`src/source/core_defs_pkg.sv`:
```
/* Thread, word and control register definitions shared by the I/O access path.
   The thread count is fixed at 4; widths derived from it assume a power of two. */

package core_defs_pkg;

    localparam int threads_per_core = 4;                   // Hardware threads per core
    localparam int thread_idx_width = $clog2(threads_per_core);
    localparam int scalar_width = 32;                      // Data word width
    localparam int creg_index_width = 4;                   // Control register index width

    typedef logic [thread_idx_width - 1:0] thread_idx_t;   // Thread number
    typedef logic [threads_per_core - 1:0] thread_bitmap_t; // One bit per thread
    typedef logic [scalar_width - 1:0] scalar_t;           // Data word

    // Control register index, as seen in the low address bits of a creg access
    typedef enum logic [creg_index_width - 1:0] {
        cr_thread_id    = 4'd0,     // Read only, accessing thread
        cr_trap_handler = 4'd1,     // Global, read/write
        cr_cycle_count  = 4'd6,     // Read only, free running
        cr_scratchpad0  = 4'd11,    // Per thread, read/write
        cr_scratchpad1  = 4'd12     // Per thread, read/write
    } control_register_t;

endpackage

```
`src/source/io_bus_pkg.sv`:
```
/* Address decoding for accesses leaving the core. Upper 16 bits select the region;
   the control register region is ffff, every other region goes to the I/O bus. */

package io_bus_pkg;

    localparam int region_width = 16;                          // Upper address half
    localparam int offset_width = 16;                          // Device offset
    localparam logic [region_width - 1:0] creg_region = 16'hffff; // Control register window

    // Plain I/O view of an access address
    typedef struct packed {
        logic [region_width - 1:0] region;     // Target region
        logic [offset_width - 1:0] offset;     // Device offset
    } io_addr_t;

    // Control register view of the same word
    typedef struct packed {
        logic [region_width - 1:0] region;     // Equals creg_region
        logic [9:0] reserved;                  // Ignored
        core_defs_pkg::control_register_t index; // Register select
        logic [1:0] byte_offset;               // Word aligned, ignored
    } creg_addr_t;

    // One 32 bit access address, decoded either way
    typedef union packed {
        io_addr_t io;                          // Region and device offset
        creg_addr_t creg;                      // Region and register index
    } access_addr_u;

endpackage

```
`src/source/io_access_if.sv`:
```
`timescale 1ns/100ps
/* Enqueue and completion signals between the dispatcher and the I/O request queue.
   Enqueue is only valid for threads whose pending bit is clear. */

interface io_access_if;
    import core_defs_pkg::*;

    logic enq_en;                  // One cycle enqueue strobe
    thread_idx_t enq_thread;       // Owning thread
    logic enq_store;               // Store when high, load when low
    scalar_t enq_addr;             // Full access address
    scalar_t enq_value;            // Store data

    thread_bitmap_t pending;       // Threads with an outstanding request
    logic done_valid;              // Completion pulse
    thread_idx_t done_thread;      // Completing thread
    scalar_t done_value;           // Load data, zero for stores

    modport dispatch (
        output enq_en, enq_thread, enq_store, enq_addr, enq_value,
        input pending
    );

    modport queue (
        input enq_en, enq_thread, enq_store, enq_addr, enq_value,
        output pending, done_valid, done_thread, done_value
    );

endinterface

```
`src/source/access_dispatch.sv`:
```
`timescale 1ns/100ps
/* Routes each access by region. Control register accesses pass through combinationally;
   an I/O access from a thread that is already pending is dropped and rolled back. */

module access_dispatch (
    input clk,
    input reset,
    input access_en,
    input core_defs_pkg::thread_idx_t access_thread,
    input access_store,
    input io_bus_pkg::access_addr_u access_addr,
    input core_defs_pkg::scalar_t access_value,
    output logic access_rollback,
    output core_defs_pkg::thread_idx_t rollback_thread,
    output logic creg_en,
    output logic creg_store,
    output core_defs_pkg::control_register_t creg_index,
    output core_defs_pkg::thread_idx_t creg_thread,
    output core_defs_pkg::scalar_t creg_value,
    io_access_if.dispatch io
);
    import core_defs_pkg::*;
    import io_bus_pkg::*;

    logic is_creg;         // Address falls in the control register window
    logic io_access;       // Access bound for the I/O bus
    logic thread_busy;     // Thread already has a request outstanding

    assign is_creg = access_addr.io.region == creg_region;     // Region from the I/O view
    assign io_access = access_en && !is_creg;
    assign thread_busy = io.pending[access_thread];

    // Control register side, same cycle
    assign creg_en = access_en && is_creg;
    assign creg_store = access_store;
    assign creg_index = access_addr.creg.index;                 // Index from the creg view
    assign creg_thread = access_thread;
    assign creg_value = access_value;

    // I/O side, only free threads enqueue
    assign io.enq_en = io_access && !thread_busy;
    assign io.enq_thread = access_thread;
    assign io.enq_store = access_store;
    assign io.enq_addr = access_addr;                           // Whole word to the bus
    assign io.enq_value = access_value;

    // Rollback one cycle after a rejected access
    always_ff @(posedge clk) begin
        if (reset) begin
            access_rollback <= 1'b0;
        end else begin
            access_rollback <= io_access && thread_busy;
        end
    end

    always_ff @(posedge clk) begin
        if (io_access && thread_busy) begin
            rollback_thread <= access_thread;                   // Held until next rollback
        end
    end

endmodule

```
`src/source/control_registers.sv`:
```
`timescale 1ns/100ps
/* Control register file with per-thread scratchpads, a shared trap handler and a cycle
   counter. Results appear one cycle after the strobe and return the value before a write. */

module control_registers (
    input clk,
    input reset,
    input creg_en,
    input creg_store,
    input core_defs_pkg::control_register_t creg_index,
    input core_defs_pkg::thread_idx_t creg_thread,
    input core_defs_pkg::scalar_t creg_value,
    output logic creg_result_valid,
    output core_defs_pkg::thread_idx_t creg_result_thread,
    output core_defs_pkg::scalar_t creg_result_value
);
    import core_defs_pkg::*;

    scalar_t scratchpad0[threads_per_core];    // Per thread
    scalar_t scratchpad1[threads_per_core];    // Per thread
    scalar_t trap_handler;                     // Shared by all threads
    scalar_t cycle_count;                      // Cycles since reset
    scalar_t read_value;                       // Selected register, before write

    // Free running counter
    always_ff @(posedge clk) begin
        if (reset) begin
            cycle_count <= '0;
        end else begin
            cycle_count <= cycle_count + 1'b1;
        end
    end

    // Read select
    always_comb begin
        case (creg_index)
            cr_thread_id: read_value = scalar_t'(creg_thread);     // Zero extended
            cr_trap_handler: read_value = trap_handler;
            cr_cycle_count: read_value = cycle_count;
            cr_scratchpad0: read_value = scratchpad0[creg_thread];
            cr_scratchpad1: read_value = scratchpad1[creg_thread];
            default: read_value = '0;                             // Unknown index
        endcase
    end

    // Register writes land at the result edge
    always_ff @(posedge clk) begin
        if (reset) begin
            trap_handler <= '0;
            for (int i = 0; i < threads_per_core; i++) begin
                scratchpad0[i] <= '0;
                scratchpad1[i] <= '0;
            end
        end else if (creg_en && creg_store) begin
            case (creg_index)
                cr_trap_handler: trap_handler <= creg_value;
                cr_scratchpad0: scratchpad0[creg_thread] <= creg_value;
                cr_scratchpad1: scratchpad1[creg_thread] <= creg_value;
                default: ;                                        // Read only or unknown
            endcase
        end
    end

    // Result strobe
    always_ff @(posedge clk) begin
        if (reset) begin
            creg_result_valid <= 1'b0;
        end else begin
            creg_result_valid <= creg_en;
        end
    end

    always_ff @(posedge clk) begin
        if (creg_en) begin
            creg_result_thread <= creg_thread;
            creg_result_value <= read_value;                      // Old value on writes
        end
    end

endmodule

```
`src/source/io_request_queue.sv`:
```
`timescale 1ns/100ps
/* One request slot per thread, issued round robin onto the I/O bus. Responses may
   return in any order but only for threads whose request has already transferred. */

module io_request_queue (
    input clk,
    input reset,
    input ii_ready,
    input ii_response_valid,
    input core_defs_pkg::thread_idx_t ii_response_thread,
    input core_defs_pkg::scalar_t ii_response_value,
    output logic ior_request_valid,
    output core_defs_pkg::thread_idx_t ior_request_thread,
    output logic ior_request_store,
    output core_defs_pkg::scalar_t ior_request_address,
    output core_defs_pkg::scalar_t ior_request_value,
    io_access_if.queue io
);
    import core_defs_pkg::*;

    thread_bitmap_t slot_pending;              // Slot holds a request
    thread_bitmap_t slot_sent;                 // Request has transferred
    logic slot_store[threads_per_core];        // Request payload
    scalar_t slot_addr[threads_per_core];
    scalar_t slot_value[threads_per_core];

    thread_bitmap_t unsent;                    // Waiting for the bus
    thread_bitmap_t enq_oh;                    // Slot filled this cycle
    thread_bitmap_t send_oh;                   // Slot transferring this cycle
    thread_bitmap_t resp_oh;                   // Slot answered this cycle
    thread_idx_t last_grant;                   // Round robin pointer
    thread_idx_t grant_thread;                 // Next slot after the pointer
    logic grant_found;                         // Some slot is waiting
    logic held_valid;                          // Request stalled by ii_ready
    thread_idx_t held_thread;                  // Stalled slot
    logic transfer;                            // Bus handshake this cycle

    logic done_valid;                          // Completion registers
    thread_idx_t done_thread;
    scalar_t done_value;

    assign unsent = slot_pending & ~slot_sent;

    // Round robin search, starting one past the last grant
    always_comb begin
        thread_idx_t candidate;

        grant_found = 1'b0;
        grant_thread = last_grant;
        for (int i = 1; i <= threads_per_core; i++) begin
            candidate = thread_idx_t'(last_grant + i);        // Wraps at thread count
            if (!grant_found && unsent[candidate]) begin
                grant_found = 1'b1;
                grant_thread = candidate;
            end
        end
    end

    // Bus side, stalled requests stay put
    assign ior_request_valid = held_valid || grant_found;
    assign ior_request_thread = held_valid ? held_thread : grant_thread;
    assign ior_request_store = slot_store[ior_request_thread];
    assign ior_request_address = slot_addr[ior_request_thread];
    assign ior_request_value = slot_value[ior_request_thread];
    assign transfer = ior_request_valid && ii_ready;

    always_ff @(posedge clk) begin
        if (reset) begin
            held_valid <= 1'b0;
            last_grant <= thread_idx_t'(threads_per_core - 1);  // Thread 0 goes first
        end else if (transfer) begin
            held_valid <= 1'b0;
            last_grant <= ior_request_thread;
        end else if (ior_request_valid) begin
            held_valid <= 1'b1;                                  // Lock the pick
        end
    end

    always_ff @(posedge clk) begin
        held_thread <= ior_request_thread;                       // Stable once held
    end

    // Slot bookkeeping
    assign enq_oh = io.enq_en ? thread_bitmap_t'(1) << io.enq_thread : '0;
    assign send_oh = transfer ? thread_bitmap_t'(1) << ior_request_thread : '0;
    assign resp_oh = ii_response_valid ? thread_bitmap_t'(1) << ii_response_thread : '0;

    always_ff @(posedge clk) begin
        if (reset) begin
            slot_pending <= '0;
            slot_sent <= '0;
        end else begin
            slot_pending <= (slot_pending | enq_oh) & ~resp_oh;
            slot_sent <= (slot_sent | send_oh) & ~resp_oh;
        end
    end

    always_ff @(posedge clk) begin
        if (io.enq_en) begin
            slot_store[io.enq_thread] <= io.enq_store;
            slot_addr[io.enq_thread] <= io.enq_addr;
            slot_value[io.enq_thread] <= io.enq_value;
        end
    end

    // Completion one cycle after the response
    always_ff @(posedge clk) begin
        if (reset) begin
            done_valid <= 1'b0;
        end else begin
            done_valid <= ii_response_valid;
        end
    end

    always_ff @(posedge clk) begin
        if (ii_response_valid) begin
            done_thread <= ii_response_thread;
            done_value <= slot_store[ii_response_thread] ? '0 : ii_response_value;
        end
    end

    assign io.pending = slot_pending;
    assign io.done_valid = done_valid;
    assign io.done_thread = done_thread;
    assign io.done_value = done_value;

endmodule

```
`src/source/io_access_unit.sv`:
```
`timescale 1ns/100ps
/* Uncached access path for 4 threads. Accesses are single cycle strobes; at most
   one I/O request per thread may be outstanding, a second one is rolled back. */

module io_access_unit (
    input clk,
    input reset,

    // Thread accesses
    input access_en,
    input core_defs_pkg::thread_idx_t access_thread,
    input access_store,
    input io_bus_pkg::access_addr_u access_addr,
    input core_defs_pkg::scalar_t access_value,
    output logic access_rollback,
    output core_defs_pkg::thread_idx_t rollback_thread,

    // Control register read result
    output logic creg_result_valid,
    output core_defs_pkg::thread_idx_t creg_result_thread,
    output core_defs_pkg::scalar_t creg_result_value,

    // I/O bus
    output logic ior_request_valid,
    output core_defs_pkg::thread_idx_t ior_request_thread,
    output logic ior_request_store,
    output core_defs_pkg::scalar_t ior_request_address,
    output core_defs_pkg::scalar_t ior_request_value,
    input ii_ready,
    input ii_response_valid,
    input core_defs_pkg::thread_idx_t ii_response_thread,
    input core_defs_pkg::scalar_t ii_response_value,

    // I/O completion
    output logic io_done_valid,
    output core_defs_pkg::thread_idx_t io_done_thread,
    output core_defs_pkg::scalar_t io_read_value
);
    import core_defs_pkg::*;

    logic creg_en;                     // Control register strobe
    logic creg_store;                  // Write access
    control_register_t creg_index;     // Selected register
    thread_idx_t creg_thread;          // Accessing thread
    scalar_t creg_value;               // Write data

    io_access_if io_bus ();

    access_dispatch u_access_dispatch (.*, .io(io_bus.dispatch));

    control_registers u_control_registers (.*);

    io_request_queue u_io_request_queue (.*, .io(io_bus.queue));

    assign io_done_valid = io_bus.done_valid;      // Completion out of the queue
    assign io_done_thread = io_bus.done_thread;
    assign io_read_value = io_bus.done_value;

endmodule

```
`config.mk`:
```
export PLATFORM = sky130hd
export DESIGN_NAME = io_access_unit
export DESIGN_NICKNAME = d
export VERILOG_FILES = /design/src/source/core_defs_pkg.sv /design/src/source/io_bus_pkg.sv /design/src/source/io_access_if.sv /design/src/source/access_dispatch.sv /design/src/source/control_registers.sv /design/src/source/io_request_queue.sv /design/src/source/io_access_unit.sv
export SDC_FILE = /design/constraint.sdc
export NUM_CORES = 1
export LEC_CHECK = 0
export ABC_AREA = 1
export BUFFER_PORTS_ARGS = -buffer_cell sky130_fd_sc_hd__buf_2
export CORE_ASPECT_RATIO = 1.2
export CORE_MARGIN = 8
export CORE_UTILIZATION = 50
export CTS_CLUSTER_SIZE = 30
export DETAILED_ROUTE_END_ITERATION = 16
export PLACE_DENSITY = 0.79
export SKIP_LAST_GASP = 1
export SLEW_MARGIN = 20
export SYNTH_ARGS = -nofsm -noshare
export SYNTH_HDL_FRONTEND = slang
export SYNTH_SLANG_ARGS = --single-unit
```
`constraint.sdc`:
```
create_clock -name clk -period 5.4 [get_ports clk]
set_clock_uncertainty 0.05 [all_clocks]
set_input_delay 1.62 -clock clk [delete_from_list [all_inputs] [get_ports clk]]
set_output_delay 1.62 -clock clk [all_outputs]
set_load 0.01 [all_outputs]
```
======== Yosys cells after proc, flatten, opt, wreduce, memory -nomap -nowiden ========
Memory sizes are Yosys's and may differ from the RTL's.
Cells that the tools add are included.
storage, ports and cells
  register bits ........................... 150
  RAM bits ................................ 516
  input port bits ......................... 106
  output and inout bits ................... 141
  logic and storage cells ................. 106
  memories kept ........................... 5
cells by class
  add/sub/neg operators ................... 5
  $lt $le $gt $ge ......................... 5
  equal/unequal tests ..................... 5
  shift-type cells ........................ 3
  mux-type cells .......................... 41
  bitwise operators ....................... 7
  reductions and logical operators ........ 20
memory list
  memory                           depth  bits a word  read ports  clocked after memory_dff  wr ports  line                     RTL
  u_control_registers.scratchpad0  4      32           1           0                         4         control_registers.sv:19  scalar_t scratchpad0[threads_per_core];
  u_control_registers.scratchpad1  4      32           1           0                         4         control_registers.sv:20  scalar_t scratchpad1[threads_per_core];
  u_io_request_queue.slot_addr     4      32           1           0                         1         io_request_queue.sv:24   scalar_t slot_addr[threads_per_core];
  u_io_request_queue.slot_value    4      32           1           0                         1         io_request_queue.sv:25   scalar_t slot_value[threads_per_core];
  u_io_request_queue.slot_store    4      1            2           0                         1         io_request_queue.sv:23   logic slot_store[threads_per_core];
operators with widths
  kind                   count
  $pmux 32 s5            1
  $mux 32                2
  $reduce_or 32->1       2
  $add 32x1->32 const B  1
  $mux 1                 23
  $eq 16x16->1 const B   1
  $lt 2x3->1 const B     5
  $mux 2                 7
  $and 4x4->4            3
  $mux 4                 3
  $shl 1x2->4 const A    3
  $bmux 1 s2             5
  $logic_and 1x1->1      9
  $eq 4x4->1 const B     2
  $not 4->4              2
  $or 4x4->4             2
  $logic_not 1->1        5
  $add 2x1->2 const B    2
  $add 2x2->2 const B    2
  $eq 4x1->1 const B     1
  $eq 4x3->1 const B     1
  $logic_not 4->1        1
  $reduce_and 2->1       1
  $reduce_or 2->1        1
  $logic_or 1x1->1       1

======== Longest topological paths before layout ========
Gate-level depths: netlist of the first run.
  depth in word-level cells ............... 19
  mapped depth ............................ 18
  depth with buffers taken out ............ 15

======== By module ========
A second synthesis of the first run with hierarchy kept.
second synthesis, totals
  cell total of the unflattened synthesis .. 2772
  area, all modules ....................... 29160.5 µm²
by module, submodules not included
  module             instances  cells an instance  area an instance (µm²)  seq. area each (µm²)
  control_registers  1          1625               15828.9                 10009.6
  io_request_queue   1          1003               12303.0                 9108.7
  access_dispatch    1          144                1028.5                  80.1

======== Worst setup path before layout of the first run ========
Ideal clock, no wire load.
  path type ............................... in2reg
  start ................................... in access_addr[21] (netlist name)
  end ..................................... mem u_control_registers.scratchpad0[3][0] (netlist name) (enable)
  setup time .............................. 0.466 ns
  arrival time ............................ 5.123 ns
  required time ........................... 4.884 ns
  setup slack ............................. -0.238 ns
  stages on the path ...................... 10
  path buffers ............................ 0
  path through ............................ nand2_1 > nor2_1 > nand4_1 > nor2_1 > nand2_1 > inv_2 > nand2_1 > nor2_1 > inv_1 > o21ai_0
RTL lines
  element          line                     RTL
  start, declared  io_access_unit.sv:13     input io_bus_pkg::access_addr_u access_addr,
  end, declared    control_registers.sv:19

======== Worst setup path in the final report of the first run ========
  start ................................... reg u_io_request_queue.last_grant[0]
  end ..................................... out ior_request_value[12]
between the ends
  word-level cells in the longest chain between the ends .. 15
  elaborated cells between the ends (all ways) .. 27
  those cells by class .................... add/sub: 4; mux: 16; reduce/logical: 6; memory: 1
ends and longest elaborated chain
  element                       line                    RTL
  start, declared               io_request_queue.sv:31  thread_idx_t last_grant;
  start signal, assigned        io_request_queue.sv:70  last_grant <= thread_idx_t'(threads_per_core - 1);
  start signal, assigned        io_request_queue.sv:73  last_grant <= ior_request_thread;
  $add 2x1->2                   io_request_queue.sv:51  candidate = thread_idx_t'(last_grant + i);
  $bmux 1 s2                    io_request_queue.sv:52  if (!grant_found && unsent[candidate]) begin
  $mux 1 (implied by the code)  io_request_queue.sv:52
  $mux 1                        io_request_queue.sv:52
  $logic_not 1->1               io_request_queue.sv:52
  $logic_and 1x1->1             io_request_queue.sv:52
  $mux 1                        io_request_queue.sv:52
  $logic_not 1->1               io_request_queue.sv:52
  $logic_and 1x1->1             io_request_queue.sv:52
  $mux 1                        io_request_queue.sv:52
  $logic_not 1->1               io_request_queue.sv:52
  $logic_and 1x1->1             io_request_queue.sv:52
  $mux 2 (*)                    io_request_queue.sv:52
  $mux 2 (*)                    io_request_queue.sv:61  assign ior_request_thread = held_valid ? held_thread : grant_thread;
  $mem_v2 4x32 (*)              --
  end, declared                 io_access_unit.sv:28    output core_defs_pkg::scalar_t ior_request_value,
Mark *: on every way between the ends. The rest lies on a longest branch, timed or not. The select of a mux whose other input is x is not followed.

==> results of run 1 <==
-- routing by layer --
metal  vias to the layer above  share of wire  GRT usage
met1                      9544           0.37      0.274
li1                       9045              -          -
met5                         -        0.00063          0
met2                       962           0.50      0.376
met3                       167          0.094     0.0395
met4                         6          0.037     0.0881
-- worst max-delay path, delay by kind of cell (launching register included) --
| kind | cells | cell delay [ns] |
|---|---|---|
| buffers and inverters | 3 | 0.55 |
| DFF | 1 | 0.57 |
| and+or+nand+nor | 9 | 1.55 |
-- layout by cell type (no fill, tap or decap), drive strengths merged, types with 2 or more instances in the layout --
master / instances
a2111o: 2
a211oi: 30
a21oi: 99
a22oi: 127
a31oi: 2
buf: 292
bufinv: 5
clkbuf: 77
clkinv: 23
dfxtp: 80
diode: 6
edfxtp: 586
inv: 193
nand2: 681
nand3: 52
nand4: 12
nor2: 263
nor3: 128
nor4: 6
o21ai: 19
o22ai: 31
o31ai: 5
or2: 5
or3: 30
xor2: 2
-- area by class of cell --
type / count / area (µm²)
Clock inverter: 28 / 264
Tap cell: 720 / 901
Fill cell: 4288 / 23200
Inverter: 194 / 733
Sequential cell: 666 / 19200
Timing Repair Buffer: 292 / 1770
Multi-Input combinational cell: 1498 / 6940
Clock buffer: 77 / 1570
Antenna cell: 6 / 15.0
-- path summary, 6_finish.rpt --
kind,start,end,slack [ns],cells past startpoint
worst max-delay path,u_io_request_queue.last_grant[0],ior_request_value[12],0.41,12
worst min-delay path,u_control_registers.trap_handler[14],u_control_registers.trap_handler[14],0.42,2
worst max register to register,u_io_request_queue.last_grant[0],u_io_request_queue.slot_sent[2],2.60,11
worst min register to register,u_control_registers.trap_handler[14],u_control_registers.trap_handler[14],0.42,2
-- state kept, by name, summed over array words and instances, names as in the netlist, 32 cells and up --
register,count
u_control_registers.creg_result_value,32
u_control_registers.cycle_count,32
u_control_registers.scratchpad0,128
u_control_registers.scratchpad1,128
u_control_registers.trap_handler,32
u_io_request_queue.io.done_value,32
u_io_request_queue.slot_addr,128
u_io_request_queue.slot_value,128
-- per-stage QoR --
| stage | instance area [µm²] | util |
|---|---|---|
| 2_1_floorplan | 27400 | - |
| 3_5_place_dp | 29500 | 0.541 |
| 5_1_grt | 31400 | 0.575 |
| 3_3_place_gp | 29500 | 0.541 |
| 6_report | 31400 | 0.575 |
| 4_1_cts | 31400 | 0.575 |
-- repair_timing --
| item | 4_1_cts | 5_1_grt |
|---|---|---|
| hold endpoints to repair | 0 | 0 |
| gates resized for setup | 0 | 1 |
| endpoints found under the setup margin | 0 | 10 |
-- power groups by stage --
stage / combinational (mW) / sequential [mW] / clock, mW
6_report: 3.93 / 5.89 / 4.05
5_1_grt: 4.36 / 5.90 / 4.28
4_1_cts: 3.95 / 5.89 / 4.10
3_5_place_dp: 3.92 / 6.00 / 0
3_3_place_gp: 3.82 / 5.98 / 0
2_1_floorplan: 2.50 / 5.98 / 0
-- logic make-up (layout without fill, tap and decap cells) --
kind of cell / after synthesis / in the layout / synth area share
DFF: 666 / 666 / 0.700
adders and majority gates: 1 / 1 / 0.000456
buffers and inverters: 330 / 591 / 0.0484
and+or+nand+nor: 1178 / 1178 / 0.175
other: 0 / 6 / 0
xor gates and xnor gates: 2 / 2 / 0.000639
AOI/OAI and AO/OA: 317 / 317 / 0.0753
==> results.txt, run 1 <==
final hold vios - 0
CTS Hold Bufs - 0
wire per inst - 20.5 µm
Pwr per Cell Area - 442 mW/mm²
DRT antenna net count - 0
I/O Pins - 247
P_int - 9.30 mW
number of flops mapped to enable cells by yosys - 586
DRT Pass-1 Iters - 6
IO buf count - 246
Peak VDD IR - 0.373 mV
synthesized instance count - 2,494
HP Class - register to register
Clk Latency, worst-skew pair - 0.60 ns
gr ovfl total - 0
RSZ-0062 raised after global routing - false
WP data required - 3.73 ns
Synth Flop Type - edfxtp_1
first-pass GRT wire length - 109,000 µm
Slew headroom - 0.298
Gate power share - 0.283
routed vias - 19,700
Rows - 94
All-Layer GR Usage - 0.219
fmax - 0.200 GHz
sequential share of the synthesized area - 0.700
DP Cell Count - 3,369
Net Sw Power - 4.57 mW
setup violators final - 0
final-stage net count - 2,816
Yosys top cell area share - 0.642
CTS clk-pin slew, worst paths - 0.07 ns
CTS Buf Count - 57
YS warnings - 0
final worst path period share - 0.924
status - finished clean
top post-synthesis cells by area - edfxtp_1 (64%), nand2_1 (9.3%), dfxtp_1 (5.8%)
setup TNS - 0 ns
Post-Syn Area - 0.0274 mm²
Tot Pwr - 13.9 mW
vias in the first global route - 19,300
postcts setup bufs - 0
vias per cell - 5.67
DRC - 0
crit path max fanout - 39
Place WS - 0.845 ns
Clock Tree Buf Depth - 3
H-tree depth - 2
MaxCap Viol Count - 0
asr flop ratio synth - 0
crit path cell chain - inv_4 -> nand3_1 -> nand3_1 -> nand2_1 -> nand3_1 -> nand3_1 -> nand3_1 -> nand2_2 -> buf_12 -> nand2_1 -> nand2_1 -> buf_2
Die W - 230 µm
DRT Wirelength - 71,400 µm
clock sink count - 666
CORE AREA - 0.0546 mm²
Seq cells post-synth - 666
setup ws final - 0.411 ns
CP peak stage delay - 0.60 ns
Setup Crit Path Kind - register to primary output
Distinct cells, synth - 35
arrival time worst endpoint - 3.32 ns
initial core utilization - 0.502
initial antenna violation count - 7
slowest cell on the critical path - nand2_2
area leader, netlist - edfxtp_1
Startpoint Class - register
Die Y - 272 µm
Finished Layout Cells - 3,481
switching part of the total - 0.330
Hold WS - 0.419 ns
commonest cells in the netlist - nand2_1 (679), edfxtp_1 (586), nor2_1 (263)
DP HPWL - 45,400 µm
GPL Wtd Cong - 0.882
Net Count, Synth - 2,601
Final Critical Period - 4.99 ns
Crit. End Element - primary output
Area growth, synth to finish - 14.5%
Reg power frac - 0.424
most used cell along the critical path - nand3_1
die area - 0.0626 mm²
P_leak - 12.1 nW
DR iter-0 viols - 2,195
Root Buffer - clkbuf_16
Least-Margin Pin Slew - 1.05 ns
clock power share - 0.292
most common cell in the netlist - nand2_1
layout cells sized above 1 - 0.146
fin. max-slew vios - 0
Avg Synthesized Cell Area - 11.0 µm²
largest net degree at the start of global routing - 114
TritonCTS clock tree - done
Note: power is estimated with default switching activity, not from simulation.
==> run 2: changes to the inputs <==
Settings changed: CAP_MARGIN from default to 0, PLACE_DENSITY 0.79 to default, PLACE_DENSITY_LB_ADDON from default to 0.15.
Clock period 5.4 ns to 5.6 ns, I/O delays scaled along.
==> run 2 against run 1 <==
  * Register-to-register slack improved by 0.54 ns
  * Global-route usage is 0.86 points higher
  * Highest routed layer is now met4
  * First-iteration DRC count down 28%
  * Utilization increased by 0.46 points
  * Clock power up 5%
==> results.txt, run 2 (synthesis results as in run 1) <==
status - finished clean
final hold vios - 0
RR Endpoint - u_io_request_queue.slot_addr[1][19]
core occupancy in the finished layout - 0.580
TritonCTS clock tree - done
Setup Crit Path Kind - register to primary output
Rows - 94
DP HPWL - 46,500 µm
crit path cell chain - inv_4 -> nand3_1 -> nand2_1 -> nand2_1 -> nand2_1 -> nand2_1 -> nand2_1 -> nand2_1 -> nand2_1 -> a21boi_4 -> buf_4 -> nand2_1 -> nand2_1 -> nand2_1 -> nand2_1 -> buf_2
Startpoint Class - register
DRT Pass-1 Iters - 5
MaxCap Viol Count - 0
Final Critical Period - 5.19 ns
Least-Margin Pin Slew - 1.01 ns
CTS Buf Count - 66
All-Layer GR Usage - 0.228
vias per cell - 5.48
final instance area - 0.0316 mm²
DRT antenna net count - 0
r2r setup slk - 3.14 ns
Hold Startpoint - u_control_registers.trap_handler[25]
IO buf count - 246
clock sink count - 666
Peak VDD IR - 0.309 mV
most used cell along the critical path - nand2_1
setup violators final - 0
DRT Wirelength - 73,300 µm
layout cells sized above 1 - 0.152
placed instance area - 0.0296 mm²
I/O Pins - 247
DRC - 0
commonest non-fill, non-tap cell in the layout - nand2_1
fmax - 0.193 GHz
RSZ-0062 raised after global routing - false
fin. max-slew vios - 0
GPL Wtd Cong - 0.864
most frequent cells in the layout - nand2_1 (674), edfxtp_1 (586), nor2_1 (261), buf_2 (246), inv_1 (180)
slowest cell on the critical path - a21boi_4
Root Buffer - clkbuf_16
crit path max fanout - 36
H-tree depth - 3
Crit. End Element - primary output
P_leak - 12.2 nW
hold depth - 2
postcts setup bufs - 0
arrival time worst endpoint - 3.46 ns
wire per inst - 20.9 µm
CP peak stage delay - 0.57 ns
final worst path period share - 0.927
DR iter-0 viols - 1,587
final-stage net count - 2,834
Tot Pwr - 13.7 mW
CORE AREA - 0.0546 mm²
Slew headroom - 0.328
CTS clk-pin slew, worst paths - 0.06 ns
WP data required - 3.87 ns
Pwr per Cell Area - 434 mW/mm²
HP Class - register to register
reg-to-reg critical path startpoint - u_io_request_queue.io.pending[1]
Die W - 230 µm
largest net degree at the start of global routing - 83
Area growth, synth to finish - 15.4%
Clock Tree Buf Depth - 3
hold path endpoint - u_control_registers.trap_handler[25]
Die Y - 272 µm
routed vias - 19,200
Clk Latency, worst-skew pair - 0.59 ns
gr ovfl total - 0
post-CTS resize count - 0
Reg2Reg Depth - 6
die area - 0.0626 mm²
vias in the first global route - 18,800
CTS Hold Bufs - 0
first-pass GRT wire length - 111,000 µm
initial antenna violation count - 5
initial core utilization - 0.502
==> run 2: cell types whose count changed in the layout (fill, tap and decap cells not counted), sizes merged <==
cell      delta
inv          +2
clkinvlp     +3
diode        -2
clkinv       -8
buf          +9
clkbuf      +18
bufinv       -2
==> run 2: worst max-delay path by stage <==
stage	from	end	slack [ns]	cells after the start
2_1_floorplan	access_addr[21]	u_control_registers.scratchpad0[3][0]	-0.1	10
3_3_place_gp	u_io_request_queue.last_grant[0]	ior_request_value[24]	1.10	16
3_5_place_dp	u_io_request_queue.last_grant[0]	ior_request_value[20]	1.03	16
4_1_cts	u_io_request_queue.last_grant[0]	ior_request_value[20]	0.38	16
5_1_grt	u_io_request_queue.last_grant[0]	ior_request_address[4]	0.13	16
6_report	u_io_request_queue.last_grant[0]	ior_request_value[20]	0.41	16
==> run 2: metrics by stage <==
stage | hold slack (ns) | setup TNS [ns] | std cells | setup slack, ns
after detailed placement | 0.404 | 0 | 3379 | 1.03
after CTS | 0.417 | 0 | 3497 | 0.382
after global routing | 0.437 | 0 | 3499 | 0.135
after floorplan | 0.380 | -6.29 | 2494 | -0.0984
final | 0.416 | 0 | 3501 | 0.408
after global placement | 0.396 | 0 | 3378 | 1.10
==> run 2: metal layers <==
| metal | vias up | GRT usage | share of wire |
|---|---|---|---|
| met1 | 9316 | 0.295 | 0.41 |
| met4 | 0 | 0.0779 | 0.026 |
| li1 | 9088 | - | - |
| met3 | 106 | 0.0339 | 0.069 |
| met5 | - | 0 | 0 |
| met2 | 665 | 0.391 | 0.50 |
==> run 2: final cells by class <==
class,instances,area [µm²]
diodes,4,10.0
clock buffers,95,1860
clock inverters,23,199
fillers,4679,22900
inverters,194,733
multi-input cells,1498,6940
flip-flops and latches,666,19200
well taps,720,901
repair buffers,301,1800
==> run 2: worst max-delay path: cells and delay by family (launching register included) <==
kind / cells / cell delay [ns]
AND/OR/NAND/NOR: 12 / 1.03
buffers and inverters: 3 / 0.72
AO/OA/AOI/OAI: 1 / 0.57
flip-flops: 1 / 0.56
==> run 2: report_power, final <==
group,internal (mW),switching [mW]
combinational,1.17,2.64
sequential,5.61,0.0677
clock,2.45,1.78
